--- src/valu_settings.svh ---
`ifndef VALU_SETTINGS_SVH
`define VALU_SETTINGS_SVH

////////////////////////////////////////
// Vector geometry
////////////////////////////////////////

// Full vector word in bits
`define VALU_VLEN 64

// Lanes per element width
`define VALU_LANES8  8
`define VALU_LANES16 4
`define VALU_LANES32 2

////////////////////////////////////////
// Sequential multiplier
////////////////////////////////////////

// Multiplier bits per cycle, one of 1, 2, 4, 8 or 16
`define VALU_MUL_STEP 8

`endif

--- src/valu_pkg.sv ---
`include "valu_settings.svh"

package valu_pkg;

    // Operation codes
    typedef enum logic [4:0] {
        vand    = 5'd0,
        vor     = 5'd1,
        vxor    = 5'd2,
        vadd    = 5'd3,
        vsub    = 5'd4,
        vrsub   = 5'd5,
        vsll    = 5'd6,
        vsrl    = 5'd7,
        vsra    = 5'd8,
        vmin    = 5'd9,
        vminu   = 5'd10,
        vmax    = 5'd11,
        vmaxu   = 5'd12,
        vmul    = 5'd13,
        vmulh   = 5'd14,
        vmulhu  = 5'd15,
        vmulhsu = 5'd16
    } valu_op_e;

    // Element width
    typedef enum logic [1:0] {
        EW8  = 2'b00,
        EW16 = 2'b01,
        EW32 = 2'b10
    } sew_e;

    // Operand sign mode, su means first operand signed
    typedef enum logic [1:0] {
        mul_uu = 2'b00,
        mul_su = 2'b01,
        mul_ss = 2'b11
    } mul_sign_e;

    // Three lane views of one vector word
    typedef union packed {
        logic [`VALU_LANES8-1:0][7:0]   b;
        logic [`VALU_LANES16-1:0][15:0] h;
        logic [`VALU_LANES32-1:0][31:0] w;
    } vreg_u;

endpackage

--- src/valu_lane_mul.sv ---
`timescale 1ns/10ps
`include "valu_settings.svh"

module valu_lane_mul
    import valu_pkg::*;
(
    input  sew_e      sew_i,
    input  mul_sign_e sign_i,
    input  logic      high_i,
    input  vreg_u     a_i,
    input  vreg_u     b_i,
    output vreg_u     prod_o
);

    logic a_signed;
    logic b_signed;

    assign a_signed = (sign_i == mul_su) || (sign_i == mul_ss);
    assign b_signed = (sign_i == mul_ss);

    ////////////////////////////////////////
    // Double-width lane products
    ////////////////////////////////////////

    // Operands extended to twice the lane width, product taken modulo that width
    always_comb begin
        logic [15:0] ext_a8;
        logic [15:0] ext_b8;
        logic [15:0] full8;
        logic [31:0] ext_a16;
        logic [31:0] ext_b16;
        logic [31:0] full16;

        ext_a8  = '0;
        ext_b8  = '0;
        full8   = '0;
        ext_a16 = '0;
        ext_b16 = '0;
        full16  = '0;
        prod_o  = '0;

        unique case (sew_i)
            EW8: begin
                for (int i = 0; i < `VALU_LANES8; i++) begin
                    ext_a8      = {{8{a_signed & a_i.b[i][7]}}, a_i.b[i]};
                    ext_b8      = {{8{b_signed & b_i.b[i][7]}}, b_i.b[i]};
                    full8       = ext_a8 * ext_b8;
                    prod_o.b[i] = high_i ? full8[15:8] : full8[7:0];
                end
            end
            EW16: begin
                for (int i = 0; i < `VALU_LANES16; i++) begin
                    ext_a16     = {{16{a_signed & a_i.h[i][15]}}, a_i.h[i]};
                    ext_b16     = {{16{b_signed & b_i.h[i][15]}}, b_i.h[i]};
                    full16      = ext_a16 * ext_b16;
                    prod_o.h[i] = high_i ? full16[31:16] : full16[15:0];
                end
            end
            default: begin
                // 32-bit lanes go through the sequential multiplier
                prod_o = '0;
            end
        endcase
    end

endmodule

--- config.mk ---
export PLATFORM = sky130hd
export DESIGN_NAME = valu_lane_mul
export DESIGN_NICKNAME = d
export VERILOG_FILES = /design/src/valu_pkg.sv /design/src/valu_lane_mul.sv
export VERILOG_INCLUDE_DIRS = /design/src
export SDC_FILE = /design/constraint.sdc
export NUM_CORES = 2
export LEC_CHECK = 0
export BUFFER_PORTS_ARGS = -buffer_cell sky130_fd_sc_hd__buf_2
export CAP_MARGIN = 10
export CORE_ASPECT_RATIO = 0.5
export CORE_UTILIZATION = 60
export DETAILED_ROUTE_END_ITERATION = 6
export MAX_ROUTING_LAYER = met4
export PLACE_DENSITY = 0.83
export SLEW_MARGIN = 20
export SYNTH_ARGS = -nofsm -noshare
export SYNTH_HDL_FRONTEND = slang
export SYNTH_SLANG_ARGS = --single-unit
--- constraint.sdc ---
create_clock -name vclk -period 17.1
set_clock_uncertainty 0.1 [all_clocks]
set_input_delay 4.275 -clock vclk [all_inputs]
set_output_delay 4.275 -clock vclk [all_outputs]
set_load 0.05 [all_outputs]
==> results.yml <==
layout:
  final_cell_mix: "inv_1 (1,792), fa_1 (1,452), nand2_1 (671)"
  seq_area_sq_um: 0
  mostFrequentLayoutCell: "inv_1"
  final_cell_area_sq_um: 59800
  n_fill_cell: 7645
  fin_nets: 8613
  area_delta_synth_final_pct: 3.58
  n_clock_buffer: 0
  seq_cell_count: 0
  drive_gt1_share_pct: 4.60
detailed_routing:
  drc: 0
  postRouteAntennaNets: 0
  drt-initial-drc-count: 2920
  wl_per_cell_microns: 19.4
  drt_pre_antenna_iters: 7
  avgViaCountPerCell: 5.65
  totalWireLength_microns: 149000
  vias: 43493
critical_path:
  arrival_ps: 12360
  start_kind: "input pin"
  critPathMaxFanout: 17
  path_class: "input pin to output pin"
  crit_required_ps: 12730
  cp-end-kind: "output pin"
  startpoint: "sign_i[0]"
die:
  fp.dieArea_sq_um: 97500
  io_pins: 197
  num_rows: 79
  coreArea_sq_um: 94100
  start_util_pct: 61.3
  die-width_microns: 441
  die_height_microns: 221
sta:
  setup_ws_ps: 361
  worst_pin_slew_ps: 1200
  max_freq_mhz: 59.7
  final_hold_viol_count: 0
  setup_violations: 0
  drv_slew: 0
  grt_setup_unrepaired: "no"
  fin_setup_tns_ps: 0
  period_minus_slack_ps: 16740
  relSlewSlack_pct: 19.2
  fin_crit_sh_pct: 97.9
clock_network:
  cts-hold-fix-buffers: 0
  cts_setup_buffers: 0
  cts.repair.resized: 0
global_routing:
  grt_pass1_vias: 47898
  grt_max_degree: 46
  grt_remaining_overflow: 0
  grt_antenna_before_repair: 1
  grt_usage_pct: 33.0
  grt_pass1_wl_microns: 246000
place:
  gp_congestion: 0.995
  io_buffers: 197
  hpwl_microns: 125000
  placed_cell_area_sq_um: 59800
  place_ws_ps: 555
synthesis:
  synth-compound-area-share_pct: 6.09
  synth-simple-area-share_pct: 13.4
  syn_area_sq_um: 57700
  synthXorXnorAreaFrac_pct: 3.73
  synth_top_family_by_area: "adder cells"
  yosysWarnings: 0
  synth_cell_types: 74
  syn_avg_cell_area_sq_um: 8.98
  synthMuxAreaShare_pct: 0.663
  syn-num-nets: 8598
  yosysSeqAreaShare_pct: 0
  netlist_instances: 6425
  post_synth_fa_ha_maj_area_fraction_pct: 63.1
min_path:
  min_to: "prod_o[16]"
  hold_start: "a_i[16]"
  whs_path_depth: 4
  hp-class: "input pin to output pin"
flow_run:
  drv_cap: 0
run_status:
  status: "finished, final reports clean"
==> stage by stage <==
stage | instances | util (%) | hold slack, ps
floorplan | 6425 | - | 8760
global placement | 7693 | 63.5 | 9120
detailed placement | 7693 | 63.5 | 9110
CTS | 7693 | 63.5 | 9110
global route | 7693 | 63.5 | 9130
finish | 7695 | 63.5 | 9120
==> cell usage after synthesis, drive strengths merged, types with 8 or more instances <==
cell | number | area, sq um
inv | 1793 | 6730
fa | 1452 | 29100
nand2 | 671 | 2520
ha | 588 | 7360
and2 | 494 | 3090
clkbuf | 199 | 747
xnor2 | 177 | 1550
a21oi | 141 | 709
nor2 | 129 | 484
o21ai | 112 | 564
and3 | 69 | 432
xor2 | 69 | 604
a21o | 60 | 450
or2 | 58 | 363
nand3 | 36 | 180
a211oi | 28 | 215
nor2b | 28 | 175
mux2i | 27 | 270
o22ai | 27 | 169
nor3 | 25 | 125
a31oi | 20 | 125
o21bai | 19 | 143
o211ai | 18 | 135
or3 | 17 | 111
nand2b | 16 | 100
o21a | 16 | 120
a211o | 12 | 105
a21boi | 11 | 82.6
a22oi | 8 | 60.1
o221ai | 8 | 70.1
==> critical path, stage by stage <==
cell and delay [ps]:
buf_2 260, and2_1 750, nand2_1 630, or2_2 480, fa_1 450, fa_1 490
inv_1 50, fa_1 380, fa_1 420, fa_1 510, inv_1 50, fa_1 470
inv_1 40, ha_1 340, a21oi_1 290, nand2_1 160, a221oi_1 380, a31oi_1 250
a41oi_1 350, mux2i_1 220, a211oi_1 60, a211oi_1 810, buf_12 220
==> worst max-delay path by stage <==
stage	end	slack (ps)	cells past startpoint
2_1_floorplan	prod_o[62]	1400	25
3_3_place_gp	prod_o[62]	690	23
3_5_place_dp	prod_o[62]	550	23
4_1_cts	prod_o[62]	520	23
5_1_grt	prod_o[62]	160	23
6_report	prod_o[62]	360	23
==> layout make-up <==
type,count,area (sq um),share of cell area (%)
multi-input cells,4426,50200,84.0
inverters,1794,6730,11.3
well taps,1255,1570,2.63
repair buffers,218,1250,2.09
diodes,2,5.00,0.00837
==> per-layer routing <==
metal / vias up / wire length [microns] / global-route usage [%]
li1: 19004 / - / -
met1: 21933 / 55500 / 40.8
met2: 2028 / 72100 / 53.3
met3: 528 / 12600 / 4.54
met4: 0 / 8960 / 16.2
met5: - / 0 / -
==> logic make-up after synthesis <==
group                      count (synthesis)
adders and majority gates               2040
AOI/OAI and AO/OA                        541
xor gates and xnor gates                 246
buffers and inverters                   1999
muxes                                     35
and+or+nand+nor                         1564
