[src/valu_settings.svh]
`ifndef VALU_SETTINGS_SVH
`define VALU_SETTINGS_SVH

////////////////////////////////////////
// Vector geometry
////////////////////////////////////////

// Full vector word in bits
`define VALU_VLEN 64

// Lanes per element width
`define VALU_LANES8  8
`define VALU_LANES16 4
`define VALU_LANES32 2

////////////////////////////////////////
// Sequential multiplier
////////////////////////////////////////

// Multiplier bits per cycle, one of 1, 2, 4, 8 or 16
`define VALU_MUL_STEP 8

`endif

[src/valu_pkg.sv]
`include "valu_settings.svh"

package valu_pkg;

    // Operation codes
    typedef enum logic [4:0] {
        vand    = 5'd0,
        vor     = 5'd1,
        vxor    = 5'd2,
        vadd    = 5'd3,
        vsub    = 5'd4,
        vrsub   = 5'd5,
        vsll    = 5'd6,
        vsrl    = 5'd7,
        vsra    = 5'd8,
        vmin    = 5'd9,
        vminu   = 5'd10,
        vmax    = 5'd11,
        vmaxu   = 5'd12,
        vmul    = 5'd13,
        vmulh   = 5'd14,
        vmulhu  = 5'd15,
        vmulhsu = 5'd16
    } valu_op_e;

    // Element width
    typedef enum logic [1:0] {
        EW8  = 2'b00,
        EW16 = 2'b01,
        EW32 = 2'b10
    } sew_e;

    // Operand sign mode, su means first operand signed
    typedef enum logic [1:0] {
        mul_uu = 2'b00,
        mul_su = 2'b01,
        mul_ss = 2'b11
    } mul_sign_e;

    // Three lane views of one vector word
    typedef union packed {
        logic [`VALU_LANES8-1:0][7:0]   b;
        logic [`VALU_LANES16-1:0][15:0] h;
        logic [`VALU_LANES32-1:0][31:0] w;
    } vreg_u;

endpackage

[src/valu_minmax.sv]
`timescale 1ns/10ps
`include "valu_settings.svh"

module valu_minmax
    import valu_pkg::*;
(
    input  sew_e  sew_i,
    input  vreg_u a_i,
    input  vreg_u b_i,
    output vreg_u min_o,
    output vreg_u minu_o,
    output vreg_u max_o,
    output vreg_u maxu_o
);

    // Greater-than flags, unsigned and signed, per lane
    logic [`VALU_LANES8-1:0]  gt8,  gts8;
    logic [`VALU_LANES16-1:0] gt16, gts16;
    logic [`VALU_LANES32-1:0] gt32, gts32;

    always_comb begin
        for (int i = 0; i < `VALU_LANES8; i++) begin
            gt8[i]  = a_i.b[i] > b_i.b[i];
            gts8[i] = $signed(a_i.b[i]) > $signed(b_i.b[i]);
        end
        for (int i = 0; i < `VALU_LANES16; i++) begin
            gt16[i]  = a_i.h[i] > b_i.h[i];
            gts16[i] = $signed(a_i.h[i]) > $signed(b_i.h[i]);
        end
        for (int i = 0; i < `VALU_LANES32; i++) begin
            gt32[i]  = a_i.w[i] > b_i.w[i];
            gts32[i] = $signed(a_i.w[i]) > $signed(b_i.w[i]);
        end
    end

    // Equal lanes take a_i for min and b_i for max, same value either way
    always_comb begin
        unique case (sew_i)
            EW8: begin
                for (int i = 0; i < `VALU_LANES8; i++) begin
                    minu_o.b[i] = gt8[i]  ? b_i.b[i] : a_i.b[i];
                    min_o.b[i]  = gts8[i] ? b_i.b[i] : a_i.b[i];
                    maxu_o.b[i] = gt8[i]  ? a_i.b[i] : b_i.b[i];
                    max_o.b[i]  = gts8[i] ? a_i.b[i] : b_i.b[i];
                end
            end
            EW16: begin
                for (int i = 0; i < `VALU_LANES16; i++) begin
                    minu_o.h[i] = gt16[i]  ? b_i.h[i] : a_i.h[i];
                    min_o.h[i]  = gts16[i] ? b_i.h[i] : a_i.h[i];
                    maxu_o.h[i] = gt16[i]  ? a_i.h[i] : b_i.h[i];
                    max_o.h[i]  = gts16[i] ? a_i.h[i] : b_i.h[i];
                end
            end
            default: begin
                for (int i = 0; i < `VALU_LANES32; i++) begin
                    minu_o.w[i] = gt32[i]  ? b_i.w[i] : a_i.w[i];
                    min_o.w[i]  = gts32[i] ? b_i.w[i] : a_i.w[i];
                    maxu_o.w[i] = gt32[i]  ? a_i.w[i] : b_i.w[i];
                    max_o.w[i]  = gts32[i] ? a_i.w[i] : b_i.w[i];
                end
            end
        endcase
    end

endmodule

[config.mk]
export PLATFORM = sky130hd
export DESIGN_NAME = valu_minmax
export DESIGN_NICKNAME = d
export VERILOG_FILES = /design/src/valu_pkg.sv /design/src/valu_minmax.sv
export VERILOG_INCLUDE_DIRS = /design/src
export SDC_FILE = /design/constraint.sdc
export NUM_CORES = 1
export LEC_CHECK = 0
export ABC_AREA = 0
export BUFFER_PORTS_ARGS = -buffer_cell sky130_fd_sc_hd__buf_4
export CELL_PAD_IN_SITES_DETAIL_PLACEMENT = 0
export CELL_PAD_IN_SITES_GLOBAL_PLACEMENT = 1
export CORE_AREA = 2 2 149 151
export DETAILED_ROUTE_END_ITERATION = 6
export DIE_AREA = 0 0 151 153
export PLACE_DENSITY = 0.8
export SETUP_SLACK_MARGIN = 0.3
export SLEW_MARGIN = 20
export SYNTH_ARGS = -nofsm -noshare
export SYNTH_HDL_FRONTEND = slang
export SYNTH_SLANG_ARGS = --single-unit
[constraint.sdc]
create_clock -name vclk -period 7.45
set_input_delay 0.3725 -clock vclk [all_inputs]
set_output_delay 0.3725 -clock vclk [all_outputs]
set_load 0.05 [all_outputs]
==> metrics.txt <==
core area 21500 µm²; startpoint types primary input; WL/cell around 16 µm; GR Util All Layers 16.5%; top cells by area, synth mux2_2 (38%), ha_1 (15%), mux2i_1 (6.8%), inv_1 (5.0%), a21oi_1 (3.4%); sequential cell area fraction in the yosys report 0%; status completed; Worst setup endpoint max_o[36]; Post-Synth XOR/XNOR Area 0%; post-synth top area share roughly 38%; met2 WL 11000 µm; Iter 0 DRT Violations 194; initial core utilization 27.2%; Synth Area in Compound Gates between 10% and 20%; Synth Area in Simple Gates a little over a tenth; mux cell area share after synthesis 49.5%; FP Rows between 50 and 60; Critical Path Start a_i[63]; RSZ-0062 raised after global routing false; total number of vias 6626; first-pass GRT wire length 32000 µm; Critical Path Sink Type output port; Leakage 4.48 nW; crit share post-route 57.1%; post-placement cell area 8960 µm²; post-cts resize count 0; total setup buffers inserted after CTS 0; Cell Area, Synth 5850 µm²; Die ar. 23100 µm²; grt ovf 0; largest net degree at the start of global routing 39; setup TNS 0 ns; critical path fanouts, max 18; initial antenna violation count 0; layout cells sized above 1 59.2%; cts hold-fix bufs 0; register area 0 µm²; Post-Synth Adder-Cell Area ~15%; metal3 WL 1530 µm; largest family of logic cells by synthesized area multiplexers; Layout fillers roughly 2200; die span in x 151 µm; num sequential 0; Yosys warning count 0; WS Path Type primary input to output port; Syn Nets 891; Port Buffers 386; Top-Level Pins 386; headroom to the max-slew limit around 34%; DP Worst Slack between 3 and 4 ns; Peak VDD IR 0.0853 mV; dpl hpwl about 18000 µm; DRC viols 0; area of the multi-input gates 5420 µm²; pwr/cell area around 180 nW/µm²; gp weighted congestion around 0.8; final worst slack approximately 3.2 ns; Top Layer Used met4; Data arrival, critical path 3.88 ns; Routed WL 21300 µm; final-layout clock buffer total 0; Syn Area/Cell 8.46 µm²; fin nets about 1300; synth unique cells 63; final hold viol count 0; Critical Path RT 7.08 ns; vias per cell between 4 and 5; Slew Viols, Final 0; # diodes 0; final core utilization between 40% and 50%; Synth Instances between 600 and 700; die height roughly 150 µm; max-cap viol count 0; post-route design area 8980 µm²; 1st-pass router iterations 6; Tmin final 4.25 ns; Antenna Nets Post-Route 0; Least-Margin Pin Slew 0.994 ns; FMAX 0.235 GHz; vias in the first global route 6318; Hold Crit Class primary input to output port; Yosys top cell by area mux2_2; Layout area overhead 53.6%; final setup fails 0; Metal-1 WL roughly 8500 µm
[cell families after synthesis]
kind of cell / after synthesis
AOI/OAI and AO/OA: 132
adders and majority gates: 70
buffers and inverters: 107
muxes: 258
and+or+nand+nor: 124
[cells in the final DEF (no fill, tap or decap), drive strengths merged, types with 3 or more instances in the layout]
cell / instances
mux2: 218
buf: 389
a21oi: 45
o211ai: 4
nor2b: 6
nor3: 9
and3: 4
a31oi: 5
a211o: 3
nand2: 43
a221o: 16
inv: 78
nor2: 27
o21bai: 3
nand3: 10
a211oi: 9
o21a: 6
and4: 3
ha: 70
o21ai: 17
mux2i: 40
nand4: 14
o31ai: 5
[final cells by class]
cell class	instances	share of cell area (%)
Timing Repair Buffer	389	32.6
Inverter	78	3.26
Tap cell	280	3.90
Multi-Input combinational cell	584	60.3
[per-stage QoR]
stage	hold WS, ns	power [mW]	std cells
global route	1.17	1.67	1331
CTS	1.15	1.60	1330
floorplan	0.967	1.15	691
global placement	1.15	1.59	1330
finish	1.16	1.59	1331
detailed placement	1.15	1.59	1330
[worst max-delay path, stage by stage]
cell      delay (ns)
buf_4           0.13
ha_1            0.42
and4_4          0.21
and3_4          0.18
a211oi_2        0.27
o31ai_2         0.14
and2b_1         0.24
a211oi_4        0.16
buf_4           0.34
o22a_1          0.79
mux2_2          0.42
buf_4           0.19
[power by group]
group          internal [mW]  total [mW]  switching (mW)
registers                  0           0               0
logic                  0.551        1.59            1.04
clock network              0           0               0
[worst min-delay path by stage]
stage	start	end	slack, ns	cells past startpoint
floorplan	a_i[38]	max_o[38]	0.97	1
global placement	b_i[61]	min_o[61]	1.15	3
detailed placement	b_i[60]	min_o[60]	1.15	3
CTS	b_i[60]	min_o[60]	1.15	3
global route	b_i[20]	minu_o[20]	1.17	3
finish	b_i[60]	min_o[60]	1.16	3
[routing by layer]
layer  GRT usage, %  up-vias
met5              0        -
met4           2.23        0
met3           2.21       21
met2           33.1      257
met1           18.6     3026
li1               -     3322
[synth_stat cells, drive strengths merged (6+ instances only)]
| cell | number |
|---|---|
| mux2 | 218 |
| a221o | 16 |
| nand2 | 43 |
| mux2i | 40 |
| inv | 78 |
| nand4 | 14 |
| nor3 | 9 |
| nand3 | 10 |
| nor2 | 27 |
| buf | 24 |
| a21oi | 45 |
| o21a | 6 |
| a211oi | 9 |
| nor2b | 6 |
| o21ai | 17 |
| ha | 70 |
Power figures use the tool's default switching activity.
