File: config.mk
export PLATFORM = sky130hd
export DESIGN_NAME = valu_seq_mul32
export DESIGN_NICKNAME = d
export VERILOG_FILES = /design/src/valu_pkg.sv /design/src/valu_seq_mul32.sv
export VERILOG_INCLUDE_DIRS = /design/src
export SDC_FILE = /design/constraint.sdc
export NUM_CORES = 2
export LEC_CHECK = 0
export ABC_AREA = 1
export ABC_CLOCK_PERIOD_IN_PS = 8100
export BUFFER_PORTS_ARGS = -buffer_cell sky130_fd_sc_hd__buf_2
export CAP_MARGIN = 10
export CORE_UTILIZATION = 50
export DETAILED_ROUTE_END_ITERATION = 12
export GPL_ROUTABILITY_DRIVEN = 0
export GPL_TIMING_DRIVEN = 1
export MAX_ROUTING_LAYER = met4
export PLACE_DENSITY_LB_ADDON = 0.08
export SLEW_MARGIN = 10
export SYNTH_ARGS = -nofsm -noshare
export SYNTH_HDL_FRONTEND = slang
export SYNTH_SLANG_ARGS = --single-unit
File: constraint.sdc
create_clock -name clk -period 8.1 [get_ports clk]
set_clock_uncertainty 0.15 [all_clocks]
set_input_delay 1.62 -clock clk [delete_from_list [all_inputs] [get_ports clk]]
set_output_delay 1.62 -clock clk [all_outputs]
set_load 0.01 [all_outputs]
File: src/valu_settings.svh
`ifndef VALU_SETTINGS_SVH
`define VALU_SETTINGS_SVH

////////////////////////////////////////
// Vector geometry
////////////////////////////////////////

// Full vector word in bits
`define VALU_VLEN 64

// Lanes per element width
`define VALU_LANES8  8
`define VALU_LANES16 4
`define VALU_LANES32 2

////////////////////////////////////////
// Sequential multiplier
////////////////////////////////////////

// Multiplier bits per cycle, one of 1, 2, 4, 8 or 16
`define VALU_MUL_STEP 8

`endif

File: src/valu_pkg.sv
`include "valu_settings.svh"

package valu_pkg;

    // Operation codes
    typedef enum logic [4:0] {
        vand    = 5'd0,
        vor     = 5'd1,
        vxor    = 5'd2,
        vadd    = 5'd3,
        vsub    = 5'd4,
        vrsub   = 5'd5,
        vsll    = 5'd6,
        vsrl    = 5'd7,
        vsra    = 5'd8,
        vmin    = 5'd9,
        vminu   = 5'd10,
        vmax    = 5'd11,
        vmaxu   = 5'd12,
        vmul    = 5'd13,
        vmulh   = 5'd14,
        vmulhu  = 5'd15,
        vmulhsu = 5'd16
    } valu_op_e;

    // Element width
    typedef enum logic [1:0] {
        EW8  = 2'b00,
        EW16 = 2'b01,
        EW32 = 2'b10
    } sew_e;

    // Operand sign mode, su means first operand signed
    typedef enum logic [1:0] {
        mul_uu = 2'b00,
        mul_su = 2'b01,
        mul_ss = 2'b11
    } mul_sign_e;

    // Three lane views of one vector word
    typedef union packed {
        logic [`VALU_LANES8-1:0][7:0]   b;
        logic [`VALU_LANES16-1:0][15:0] h;
        logic [`VALU_LANES32-1:0][31:0] w;
    } vreg_u;

endpackage

File: src/valu_seq_mul32.sv
`timescale 1ns/10ps
`include "valu_settings.svh"

module valu_seq_mul32
    import valu_pkg::*;
(
    input  logic        clk,
    input  logic        reset_n,
    input  logic        start_i,
    input  mul_sign_e   sign_i,
    input  logic        high_i,
    input  logic [31:0] a_i,
    input  logic [31:0] b_i,
    output logic        busy_o,
    output logic        done_o,
    output logic [31:0] prod_o
);

    localparam int STEPS = 32 / `VALU_MUL_STEP;
    localparam int CNT_W = $clog2(STEPS + 1);

    logic             busy_q;
    logic [CNT_W-1:0] cnt_q;
    logic             launch;
    logic             last_step;
    logic             a_neg;
    logic             b_neg;
    logic [31:0]      a_mag;
    logic [31:0]      b_mag;
    logic [63:0]      mcand_q;
    logic [31:0]      mplier_q;
    logic [63:0]      acc_q;
    logic [63:0]      acc_next;
    logic             neg_q;
    logic             high_q;

    // Signed operands become magnitudes, sign restored at the end
    assign a_neg = ((sign_i == mul_su) || (sign_i == mul_ss)) && a_i[31];
    assign b_neg = (sign_i == mul_ss) && b_i[31];
    assign a_mag = a_neg ? -a_i : a_i;
    assign b_mag = b_neg ? -b_i : b_i;

    assign launch    = start_i && !busy_q;
    assign last_step = (cnt_q == CNT_W'(STEPS - 1));
    assign done_o    = busy_q && (cnt_q == CNT_W'(STEPS));
    assign busy_o    = busy_q || start_i;

    // One radix 2^STEP digit of the multiplier per cycle
    assign acc_next = acc_q + mcand_q * 64'(mplier_q[`VALU_MUL_STEP-1:0]);

    assign prod_o = high_q ? acc_q[63:32] : acc_q[31:0];

    ////////////////////////////////////////
    // Control
    ////////////////////////////////////////
    always_ff @(posedge clk or negedge reset_n) begin
        if (!reset_n) begin
            busy_q <= 1'b0;
            cnt_q  <= '0;
        end else if (launch) begin
            busy_q <= 1'b1;
            cnt_q  <= '0;
        end else if (busy_q) begin
            if (done_o) begin
                busy_q <= 1'b0;
            end else begin
                cnt_q <= cnt_q + 1'b1;
            end
        end
    end

    ////////////////////////////////////////
    // Datapath
    ////////////////////////////////////////
    always_ff @(posedge clk) begin
        if (launch) begin
            mcand_q  <= {32'd0, a_mag};
            mplier_q <= b_mag;
            acc_q    <= '0;
            neg_q    <= a_neg ^ b_neg;
            high_q   <= high_i;
        end else if (busy_q && !done_o) begin
            mcand_q  <= mcand_q << `VALU_MUL_STEP;
            mplier_q <= mplier_q >> `VALU_MUL_STEP;
            // Sign applied with the final digit, kept until next launch
            acc_q    <= (last_step && neg_q) ? -acc_next : acc_next;
        end
    end

endmodule

==> flow_summary_export.csv <==
group,metric,value,unit
clock_network,cts_tree,"done",
global_route,grt_pass1_wl,151,mm
synth,muxShareOfSynthArea,0,%
synth,synth.avg_cell_area,6.59,um2
sta,slew_violations,0,
floorplanning,die_area,59900,um2
clock_network,cts-resized-gates,0,
clock_network,clk_pin_slew,0.08,ns
final_layout,synthToLayoutAreaGrowth,5.43,%
synth,synth_seq_area_share,13.6,%
floorplanning,num_rows,88,
final_layout,final_cell_mix,"1369 x nand2_1, 1203 x inv_1, 410 x fa_1",
sta,hold_viol_final,0,
sta,fin_tns_setup,0,ns
clock_network,cts_buffer_depth,2,
synth,synth-xor-area-share,2.84,%
worst_setup_path,cp-start-kind,"flip-flop",
clock_network,root_buffer,"clkbuf_16",
worst_setup_path,end_kind,"flip-flop",
global_route,grt_usage,34.6,%
worst_setup_path,crit_fanout,37,
detailed_routing,drt_iter0_markers,2530,
synth,synth-compound-area-share,7.13,%
sta,period_minus_slack,7.07,ns
sta,maxSlewHeadroom,26.5,%
worst_setup_path,critPathArrivalTime,7.32,ns
detailed_routing,drc,0,
detailed_routing,dr.pass1.iters,6,
synth,mappedNetlistArea,29500,um2
synth,synth_top_area_share,27.8,%
clock_network,post_cts_buffers,0,
synth,ys_seq_elements,166,
worst_setup_path,worstSetupPathType,"reg2reg",
clock_network,numCtsBuffers,17,
sta,worst_pin_slew,1.10,ns
sta,rsz0062_at_grt,"false",
floorplanning,io_pins,104,
flow_run,maxCapViolations,0,
final_layout,nFillCells,5927,
placement,hpwl,79.7,mm
worst_setup_path,slowest_delay,1.08,ns
floorplanning,die_x,245,um
floorplanning,die_h,245,um
global_route,grt_max_degree,104,
run_status,status,"complete, no violations",
worst_setup_path,crit_top_cell,"nand2_1",
detailed_routing,num_vias,26800,
worst_setup_path,worst-path-buf-inv,7,
floorplanning,design.core.area,57900,um2
synth,synth_top_family_by_area,"adder cells",
clock_network,clock-sinks,166,
worst_setup_path,crit_slowest_cell,"edfxtp_1",
synth,synth_nets,5032,
placement,io_buffers,103,
final_layout,nNetsFinal,5005,
floorplanning,initial_core_util,50.9,%
synth,yosys.area.top_type,"fa_1",
global_route,grt_pass1_vias,25800,
synth,netlist_top_cells_area,"fa_1 28%, nand2_1 17%, inv_1 15%",
clock_network,h-tree-depth,4,
synth,yosysWarnings,0,
sta,finalSetupViolCount,0,
detailed_routing,ant_nets,0,
clock_network,clkLatencyLatePin,0.51,ns
global_route,antenna_found_initial,0,
detailed_routing,routed_wl,96.9,mm
final_layout,diodes,0,
sta,fin_crit_sh,87.3,%
synth,synthAdderAreaFrac,31.2,%
synth,synthSimpleGateAreaFrac,27.3,%
final_layout,layout-drive-gt1-share,6.55,%
worst_setup_path,worstPathRequired,8.35,ns
synth,syn_inst,4473,
detailed_routing,via_per_inst,5.13,
final_layout,layout_commonest_cell,"nand2_1",
hold_path,worstHoldPathType,"reg2reg",
sta,fmax,141,MHz
clock_network,postCtsHoldBufs,0,
synth,ys_types,55,
detailed_routing,wl_per_cell,18.6,um
worst_setup_path,critical_path.top_delay_family,"adder cells",
global_route,overflow,0,
-- cell type report --
| type | instances | area [um2] | area share (%) |
|---|---|---|---|
| inverters | 1223 | 4590 | 14.8 |
| well taps | 765 | 957 | 3.08 |
| flip-flops and latches | 166 | 4000 | 12.9 |
| clock inverters | 14 | 100 | 0.322 |
| multi-input cells | 2911 | 20200 | 65.0 |
| repair buffers | 127 | 771 | 2.48 |
| clock buffers | 18 | 439 | 1.41 |
-- cell usage after synthesis, drive strengths merged --
master,instances
a211oi,1
inv,1219
nand2,1413
clkbuf,151
buf,21
o31ai,7
dfxtp,96
o22ai,18
a311oi,1
a31oi,4
nor2,266
a31o,1
edfxtp,66
o21bai,9
dfrtp,4
ha,79
nor3,40
nand3b,10
o211ai,5
nand3,165
xnor2,29
o221ai,5
nor4,3
nand4,32
or2,8
dlygate4sd3,1
and3,5
a41oi,1
a21oi,148
o21ai,181
clkinv,4
o21a,3
a21boi,1
xor2,65
fa,410
and2,1
-- state kept, by name, indices dropped and copies added (netlist names) --
name / cells
busy_q: 1
mplier_q: 32
mcand_q: 64
neg_q: 1
acc_q: 64
high_q: 1
cnt_q: 3
-- worst register-to-register path: cells and delay by family (launching register included) --
family	cells	cell delay (ns)
compound gates	1	0.29
buf+inv	7	0.77
flops	1	1.08
simple gates	14	2.24
fa+ha+maj	5	2.46
-- layer usage --
layer | vias to the layer above | global-route usage (%) | wire [um]
li1 | 12900 | - | -
met1 | 12600 | 49.6 | 44100
met2 | 1099 | 48.7 | 40400
met3 | 122 | 7.70 | 9810
met4 | 0 | 9.87 | 2610
met5 | - | - | 0
-- cell families after synthesis --
logic type	count (synthesis)
xor gates and xnor gates	94
AOI/OAI and AO/OA	385
and+or+nand+nor	1943
buffers and inverters	1396
DFF	166
adders and majority gates	489
-- through the flow --
| stage | area (um2) | worst slack, ns | std cells | hold WS (ns) | utilization [%] |
|---|---|---|---|---|---|
| 2_1_floorplan | 29500 | 2.46 | 4473 | 0.303 | - |
| 3_3_place_gp | 30500 | 1.23 | 5192 | 0.337 | 52.7 |
| 3_5_place_dp | 30500 | 1.21 | 5192 | 0.353 | 52.7 |
| 4_1_cts | 31100 | 1.16 | 5224 | 0.369 | 53.7 |
| 5_1_grt | 31100 | 0.653 | 5224 | 0.399 | 53.7 |
| 6_report | 31100 | 1.03 | 5224 | 0.370 | 53.7 |
-- path summary, 6_finish.rpt --
| kind | startpoint | slack (ns) | depth (start not counted) | end |
|---|---|---|---|---|
| setup reg to reg | mplier_q[2] | 1.03 | 27 | acc_q[53] |
| min in group asynchronous | reset_n | 0.76 | 1 | cnt_q[1] |
| hold reg to reg | mcand_q[62] | 0.37 | 2 | mcand_q[62] |
| setup / recovery | mplier_q[2] | 1.03 | 27 | acc_q[53] |
| hold / removal | mcand_q[62] | 0.37 | 2 | mcand_q[62] |
| max in group asynchronous | reset_n | 6.91 | 1 | cnt_q[2] |
Power is not shown: default switching activity piles up to over one toggle a cycle in this logic, so the estimate is an artifact.
