==> src/valu_settings.svh <==
`ifndef VALU_SETTINGS_SVH
`define VALU_SETTINGS_SVH

////////////////////////////////////////
// Vector geometry
////////////////////////////////////////

// Full vector word in bits
`define VALU_VLEN 64

// Lanes per element width
`define VALU_LANES8  8
`define VALU_LANES16 4
`define VALU_LANES32 2

////////////////////////////////////////
// Sequential multiplier
////////////////////////////////////////

// Multiplier bits per cycle, one of 1, 2, 4, 8 or 16
`define VALU_MUL_STEP 8

`endif

==> src/valu_pkg.sv <==
`include "valu_settings.svh"

package valu_pkg;

    // Operation codes
    typedef enum logic [4:0] {
        vand    = 5'd0,
        vor     = 5'd1,
        vxor    = 5'd2,
        vadd    = 5'd3,
        vsub    = 5'd4,
        vrsub   = 5'd5,
        vsll    = 5'd6,
        vsrl    = 5'd7,
        vsra    = 5'd8,
        vmin    = 5'd9,
        vminu   = 5'd10,
        vmax    = 5'd11,
        vmaxu   = 5'd12,
        vmul    = 5'd13,
        vmulh   = 5'd14,
        vmulhu  = 5'd15,
        vmulhsu = 5'd16
    } valu_op_e;

    // Element width
    typedef enum logic [1:0] {
        EW8  = 2'b00,
        EW16 = 2'b01,
        EW32 = 2'b10
    } sew_e;

    // Operand sign mode, su means first operand signed
    typedef enum logic [1:0] {
        mul_uu = 2'b00,
        mul_su = 2'b01,
        mul_ss = 2'b11
    } mul_sign_e;

    // Three lane views of one vector word
    typedef union packed {
        logic [`VALU_LANES8-1:0][7:0]   b;
        logic [`VALU_LANES16-1:0][15:0] h;
        logic [`VALU_LANES32-1:0][31:0] w;
    } vreg_u;

endpackage

==> src/valu_add_sub.sv <==
`timescale 1ns/10ps
`include "valu_settings.svh"

module valu_add_sub
    import valu_pkg::*;
(
    input  valu_op_e op_i,
    input  sew_e     sew_i,
    input  vreg_u    a_i,
    input  vreg_u    b_i,
    output vreg_u    sum_o
);

    logic  is_sub;
    vreg_u first;
    vreg_u second;

    // Reverse subtract swaps the operands
    assign is_sub = (op_i == vsub) || (op_i == vrsub);
    assign first  = (op_i == vrsub) ? b_i : a_i;
    assign second = (op_i == vrsub) ? a_i : b_i;

    // Each lane adds on its own, no carry into the next lane
    always_comb begin
        unique case (sew_i)
            EW8: begin
                for (int i = 0; i < `VALU_LANES8; i++) begin
                    sum_o.b[i] = first.b[i] + (is_sub ? (~second.b[i] + 8'd1) : second.b[i]);
                end
            end
            EW16: begin
                for (int i = 0; i < `VALU_LANES16; i++) begin
                    sum_o.h[i] = first.h[i] + (is_sub ? (~second.h[i] + 16'd1) : second.h[i]);
                end
            end
            default: begin
                for (int i = 0; i < `VALU_LANES32; i++) begin
                    sum_o.w[i] = first.w[i] + (is_sub ? (~second.w[i] + 32'd1) : second.w[i]);
                end
            end
        endcase
    end

endmodule

==> config.mk <==
export PLATFORM = sky130hd
export DESIGN_NAME = valu_add_sub
export DESIGN_NICKNAME = d
export VERILOG_FILES = /design/src/valu_pkg.sv /design/src/valu_add_sub.sv
export VERILOG_INCLUDE_DIRS = /design/src
export SDC_FILE = /design/constraint.sdc
export NUM_CORES = 1
export LEC_CHECK = 0
export BUFFER_PORTS_ARGS = -buffer_cell sky130_fd_sc_hd__buf_2
export CAP_MARGIN = 20
export CORE_UTILIZATION = 54
export DETAILED_ROUTE_END_ITERATION = 6
export PLACE_DENSITY = 0.78
export RECOVER_POWER = 100
export SLEW_MARGIN = 40
export SYNTH_ARGS = -nofsm -noshare
export SYNTH_HDL_FRONTEND = slang
export SYNTH_SLANG_ARGS = --single-unit
export TNS_END_PERCENT = 50
==> constraint.sdc <==
create_clock -name vclk -period 5.6
set_input_delay 0.28 -clock vclk [all_inputs]
set_output_delay 0.28 -clock vclk [all_outputs]
set_load 0.1 [all_outputs]
==> load_flow_metrics.sql <==
INSERT INTO impl_metrics (metric_group, metric, value, unit) VALUES
('status', 'run_status', 'completed', ''),
('critical_path', 'timing.critical_path.to_type', 'primary output', ''),
('placement', 'io_buffer_count', '199', ''),
('critical_path', 'setup.worst_path.class', 'in2out', ''),
('final_layout', 'number_of_filler_cells_placed_in_the_layout', '1688', ''),
('power', 'power_switching', '1.924', 'mW'),
('power', 'p_leak', '6.218', 'nW'),
('routing', 'routed-via-count', '13470', ''),
('hold_path', 'hold_class', 'in2out', ''),
('floorplanning', 'die_width', '144.9', 'um'),
('yosys', 'postSynthCellCount', '1722', ''),
('placement', 'hpwl', '28870', 'um'),
('power', 'max-vdd-ir-drop', '0.2515', 'mV'),
('routing', 'drt.antenna.violating_nets', '0', ''),
('yosys', 'syn_avg_cell_area', '6.405', 'um2'),
('final_layout', 'areaGrowthSynthToFinish', '27.02', '%'),
('yosys', 'synthDistinctLibCells', '76', ''),
('power', 'power_share_of_the_clock_group', '0', ''),
('critical_path', 'cpMostUsedCell', 'buf_12', ''),
('floorplanning', 'num_io_pins', '199', ''),
('routing', 'wl', '36960', 'um'),
('grt', 'first_global_vias', '12530', ''),
('critical_path', 'critical_path.n_buffers_inverters', '6', ''),
('critical_path', 'critical_path.startpoint_type', 'primary input', ''),
('yosys', 'synth-seq-area-share', '0', ''),
('yosys', 'ys_warn_count', '0', ''),
('routing', 'drt-wirelength-per-cell', '16.96', 'um'),
('hold_path', 'min_path_cells', '5', ''),
('timing', 'max_slew_margin', '0.2155', ''),
('grt', 'pin_count_of_the_biggest_net_entering_global_routing', '80', ''),
('final_layout', 'drive_above_1_share', '0.1955', ''),
('timing', 'maxClockFrequency', '181.0', 'MHz'),
('timing', 'post-route-period-util', '0.9866', ''),
('grt', 'groute.usage.overall', '0.3259', ''),
('power', 'sw_frac_of_total', '0.6353', ''),
('placement', 'placed_cells', '2156', ''),
('critical_path', 'worst-path-max-fanout', '8', ''),
('grt', 'wire_length_of_the_first_global_routing_pass', '59090', 'um'),
('power', 'power.total', '3.029', 'mW'),
('floorplanning', 'die_area', '0.02100', 'mm2'),
('hold_path', 'worstHoldEndpoint', 'sum_o[40]', ''),
('final_layout', 'numSequentialCells', '0', ''),
('yosys', 'mappedNetlistNets', '2000', ''),
('power', 'power.internal', '1.105', 'mW'),
('hold_path', 'worst_hold_startpoint', 'a_i[40]', ''),
('grt', 'globalRoute.totalOverflow', '0', ''),
('timing', 'timing_max_transition_violations_final', '0', ''),
('routing', 'dr.first_iter.drc_count', '947', ''),
('floorplanning', 'rows', '51', ''),
('floorplanning', 'initial_core_utilization', '0.5594', ''),
('placement', 'gpl_congestion', '0.9905', ''),
('job', 'cap_viol_max_count', '0', ''),
('final_layout', 'nClkBuffers', '0', ''),
('routing', 'detailedRoute.firstPassIterationCount', '6', ''),
('critical_path', 'required', '5320', 'ps'),
('yosys', 'mappedNetlistArea', '0.01103', 'mm2'),
('routing', 'avgViaCountPerCell', '6.183', ''),
('timing', 'report.final.setup_viol', '0', ''),
('floorplanning', 'core-area', '0.01972', 'mm2'),
('routing', 'drc', '0', ''),
('power', 'seq_power_share', '0', ''),
('floorplanning', 'die_height', '144.9', 'um'),
('grt', 'antenna_found_initial', '1', ''),
('power', 'combinationalPowerShare', '1.000', ''),
('timing', 'tightestPinTransition', '1182', 'ps'),
('critical_path', 'critPathTopFamily', 'simple AND/OR/NAND/NOR gates', ''),
('final_layout', 'final_nets', '2193', ''),
('final_layout', 'number_of_standard_cells_in_the_layout_taps_in_and_fillers_out', '2179', ''),
('critical_path', 'worst-endpoint-arrival', '5240', 'ps'),
('critical_path', 'critPathSlowestCell', 'or4b_4', ''),
('power', 'powerDensity', '216.2', 'mW/mm2'),
('timing', 'rsz0062_at_grt', 'yes', ''),
('critical_path', 'slowest_delay', '600', 'ps'),
('final_layout', 'area.sequential', '0', 'um2'),
('timing', 'period_needed', '5525', 'ps'),
('timing', 'timing_hold_violations_final', '0', '');
## power by group through the flow
stage / clock network [mW] / registers [mW] / logic (mW)
after floorplan: 0 / 0 / 2.06
final: 0.0000000239 / 0 / 3.03
after CTS: 0 / 0 / 2.95
after detailed placement: 0 / 0 / 2.93
after global routing: 0.0000000239 / 0 / 3.20
after global placement: 0 / 0 / 2.91
## cell type report
type | count | area (um2) | area share
antenna | 1 | 2.502 | 0.0001786
timing repair buffer | 273 | 2469 | 0.1762
inverter | 54 | 202.7 | 0.01447
multi-input combinational | 1586 | 11000 | 0.7855
tap | 265 | 331.6 | 0.02367
## cell usage in the layout (no fill, tap or decap), drive strengths merged, types with 8 or more instances in the layout
master	Yosys	layout
a211oi	22	22
a21o	37	37
a21oi	161	161
a22oi	17	17
a31oi	23	23
buf	24	265
clkbuf	58	8
fa	8	8
ha	135	135
inv	54	54
mux2i	52	52
nand2	285	285
nand2b	18	18
nand3	25	25
nand4	9	9
nor2	143	143
nor2b	25	25
nor3	73	73
nor4	9	9
o211ai	10	10
o21a	10	10
o21ai	145	145
o21bai	19	19
o22ai	12	12
o31ai	21	21
or3	18	18
or4	8	8
xnor2	127	127
xor2	82	82
## cell families after synthesis
group / after synthesis / share of synthesized area
simple gates: 645 / 0.2653
compound gates: 532 / 0.3002
xor+xnor: 209 / 0.1660
fa+ha+maj: 143 / 0.1677
buf+inv: 136 / 0.04821
mux: 57 / 0.05264
## synth_stat cells (4+ instances only)
master / instances / area, um2
a211oi_1: 22 / 165.2
a21o_1: 37 / 277.8
a21oi_1: 160 / 800.8
a22oi_1: 17 / 127.6
a311oi_1: 4 / 35.03
a31o_2: 6 / 52.55
a31oi_1: 23 / 143.9
a41o_1: 6 / 60.06
and2_1: 6 / 37.54
and3_1: 6 / 37.54
buf_1: 9 / 33.78
buf_2: 14 / 70.07
clkbuf_1: 58 / 217.7
fa_1: 8 / 160.2
ha_1: 135 / 1689
inv_1: 54 / 202.7
mux2_2: 5 / 56.30
mux2i_1: 51 / 510.5
nand2_1: 284 / 1066
nand2b_1: 18 / 112.6
nand3_1: 24 / 120.1
nand3b_1: 5 / 37.54
nand4_1: 9 / 56.30
nor2_1: 142 / 533.0
nor2b_1: 25 / 156.4
nor3_1: 73 / 365.4
nor3b_1: 5 / 37.54
nor4_1: 9 / 56.30
o211ai_1: 10 / 75.07
o21a_1: 10 / 75.07
o21ai_0: 140 / 700.7
o21bai_1: 19 / 142.6
o22ai_1: 12 / 75.07
o31a_1: 4 / 35.03
o31ai_1: 19 / 142.6
or3_1: 18 / 112.6
or4_1: 8 / 60.06
xnor2_1: 127 / 1112
xor2_1: 82 / 718.2
## metrics by stage
step	util	hold WS, ps	cell area, um2	TNS, ps	worst slack (ps)
after floorplan	-	1061	11310	-1329	-277.9
after global placement	0.6855	1161	13520	0	57.39
after detailed placement	0.6858	1160	13520	-374.3	-123.7
after CTS	0.6872	1162	13550	0	10.09
after global routing	0.7105	1198	14010	-776.1	-215.0
final	0.7105	1181	14010	0	75.18
## worst max path at each step
stage                 start        end  slack (ps)  depth (start not counted)
floorplan           op_i[4]  sum_o[30]        -280                         24
global placement    op_i[4]  sum_o[26]          60                         22
detailed placement  op_i[4]  sum_o[26]        -120                         22
CTS                 op_i[4]  sum_o[30]          10                         23
global route        op_i[1]  sum_o[57]        -210                         25
finish              op_i[1]  sum_o[57]          80                         25
## timing repair
item | in CTS | in global routing
gates resized for setup | 2 | 59
setup buffers | 1 | 19
setup endpoints to repair | 5 | 18
cloned | 0 | 2
pin swaps | 1 | 24
hold buffers | 0 | 0
## layer usage
metal | share of wire | routed length (um) | vias up | global-route usage
met5 | 0 | 0 | - | 0
met4 | 0.021 | 782 | 0 | 0.07926
met3 | 0.071 | 2606 | 66 | 0.01195
met2 | 0.48 | 17640 | 622 | 0.5690
met1 | 0.43 | 15930 | 6214 | 0.4379
li1 | - | - | 6571 | -
## tightest hold or removal path, delay by kind of cell
kind                       cells  cell delay, ps
adders and majority gates      1             150
AOI/OAI and AO/OA              1             100
buffers and inverters          2             310
and+or+nand+nor                1              60
(Power assumes the default switching activity.)
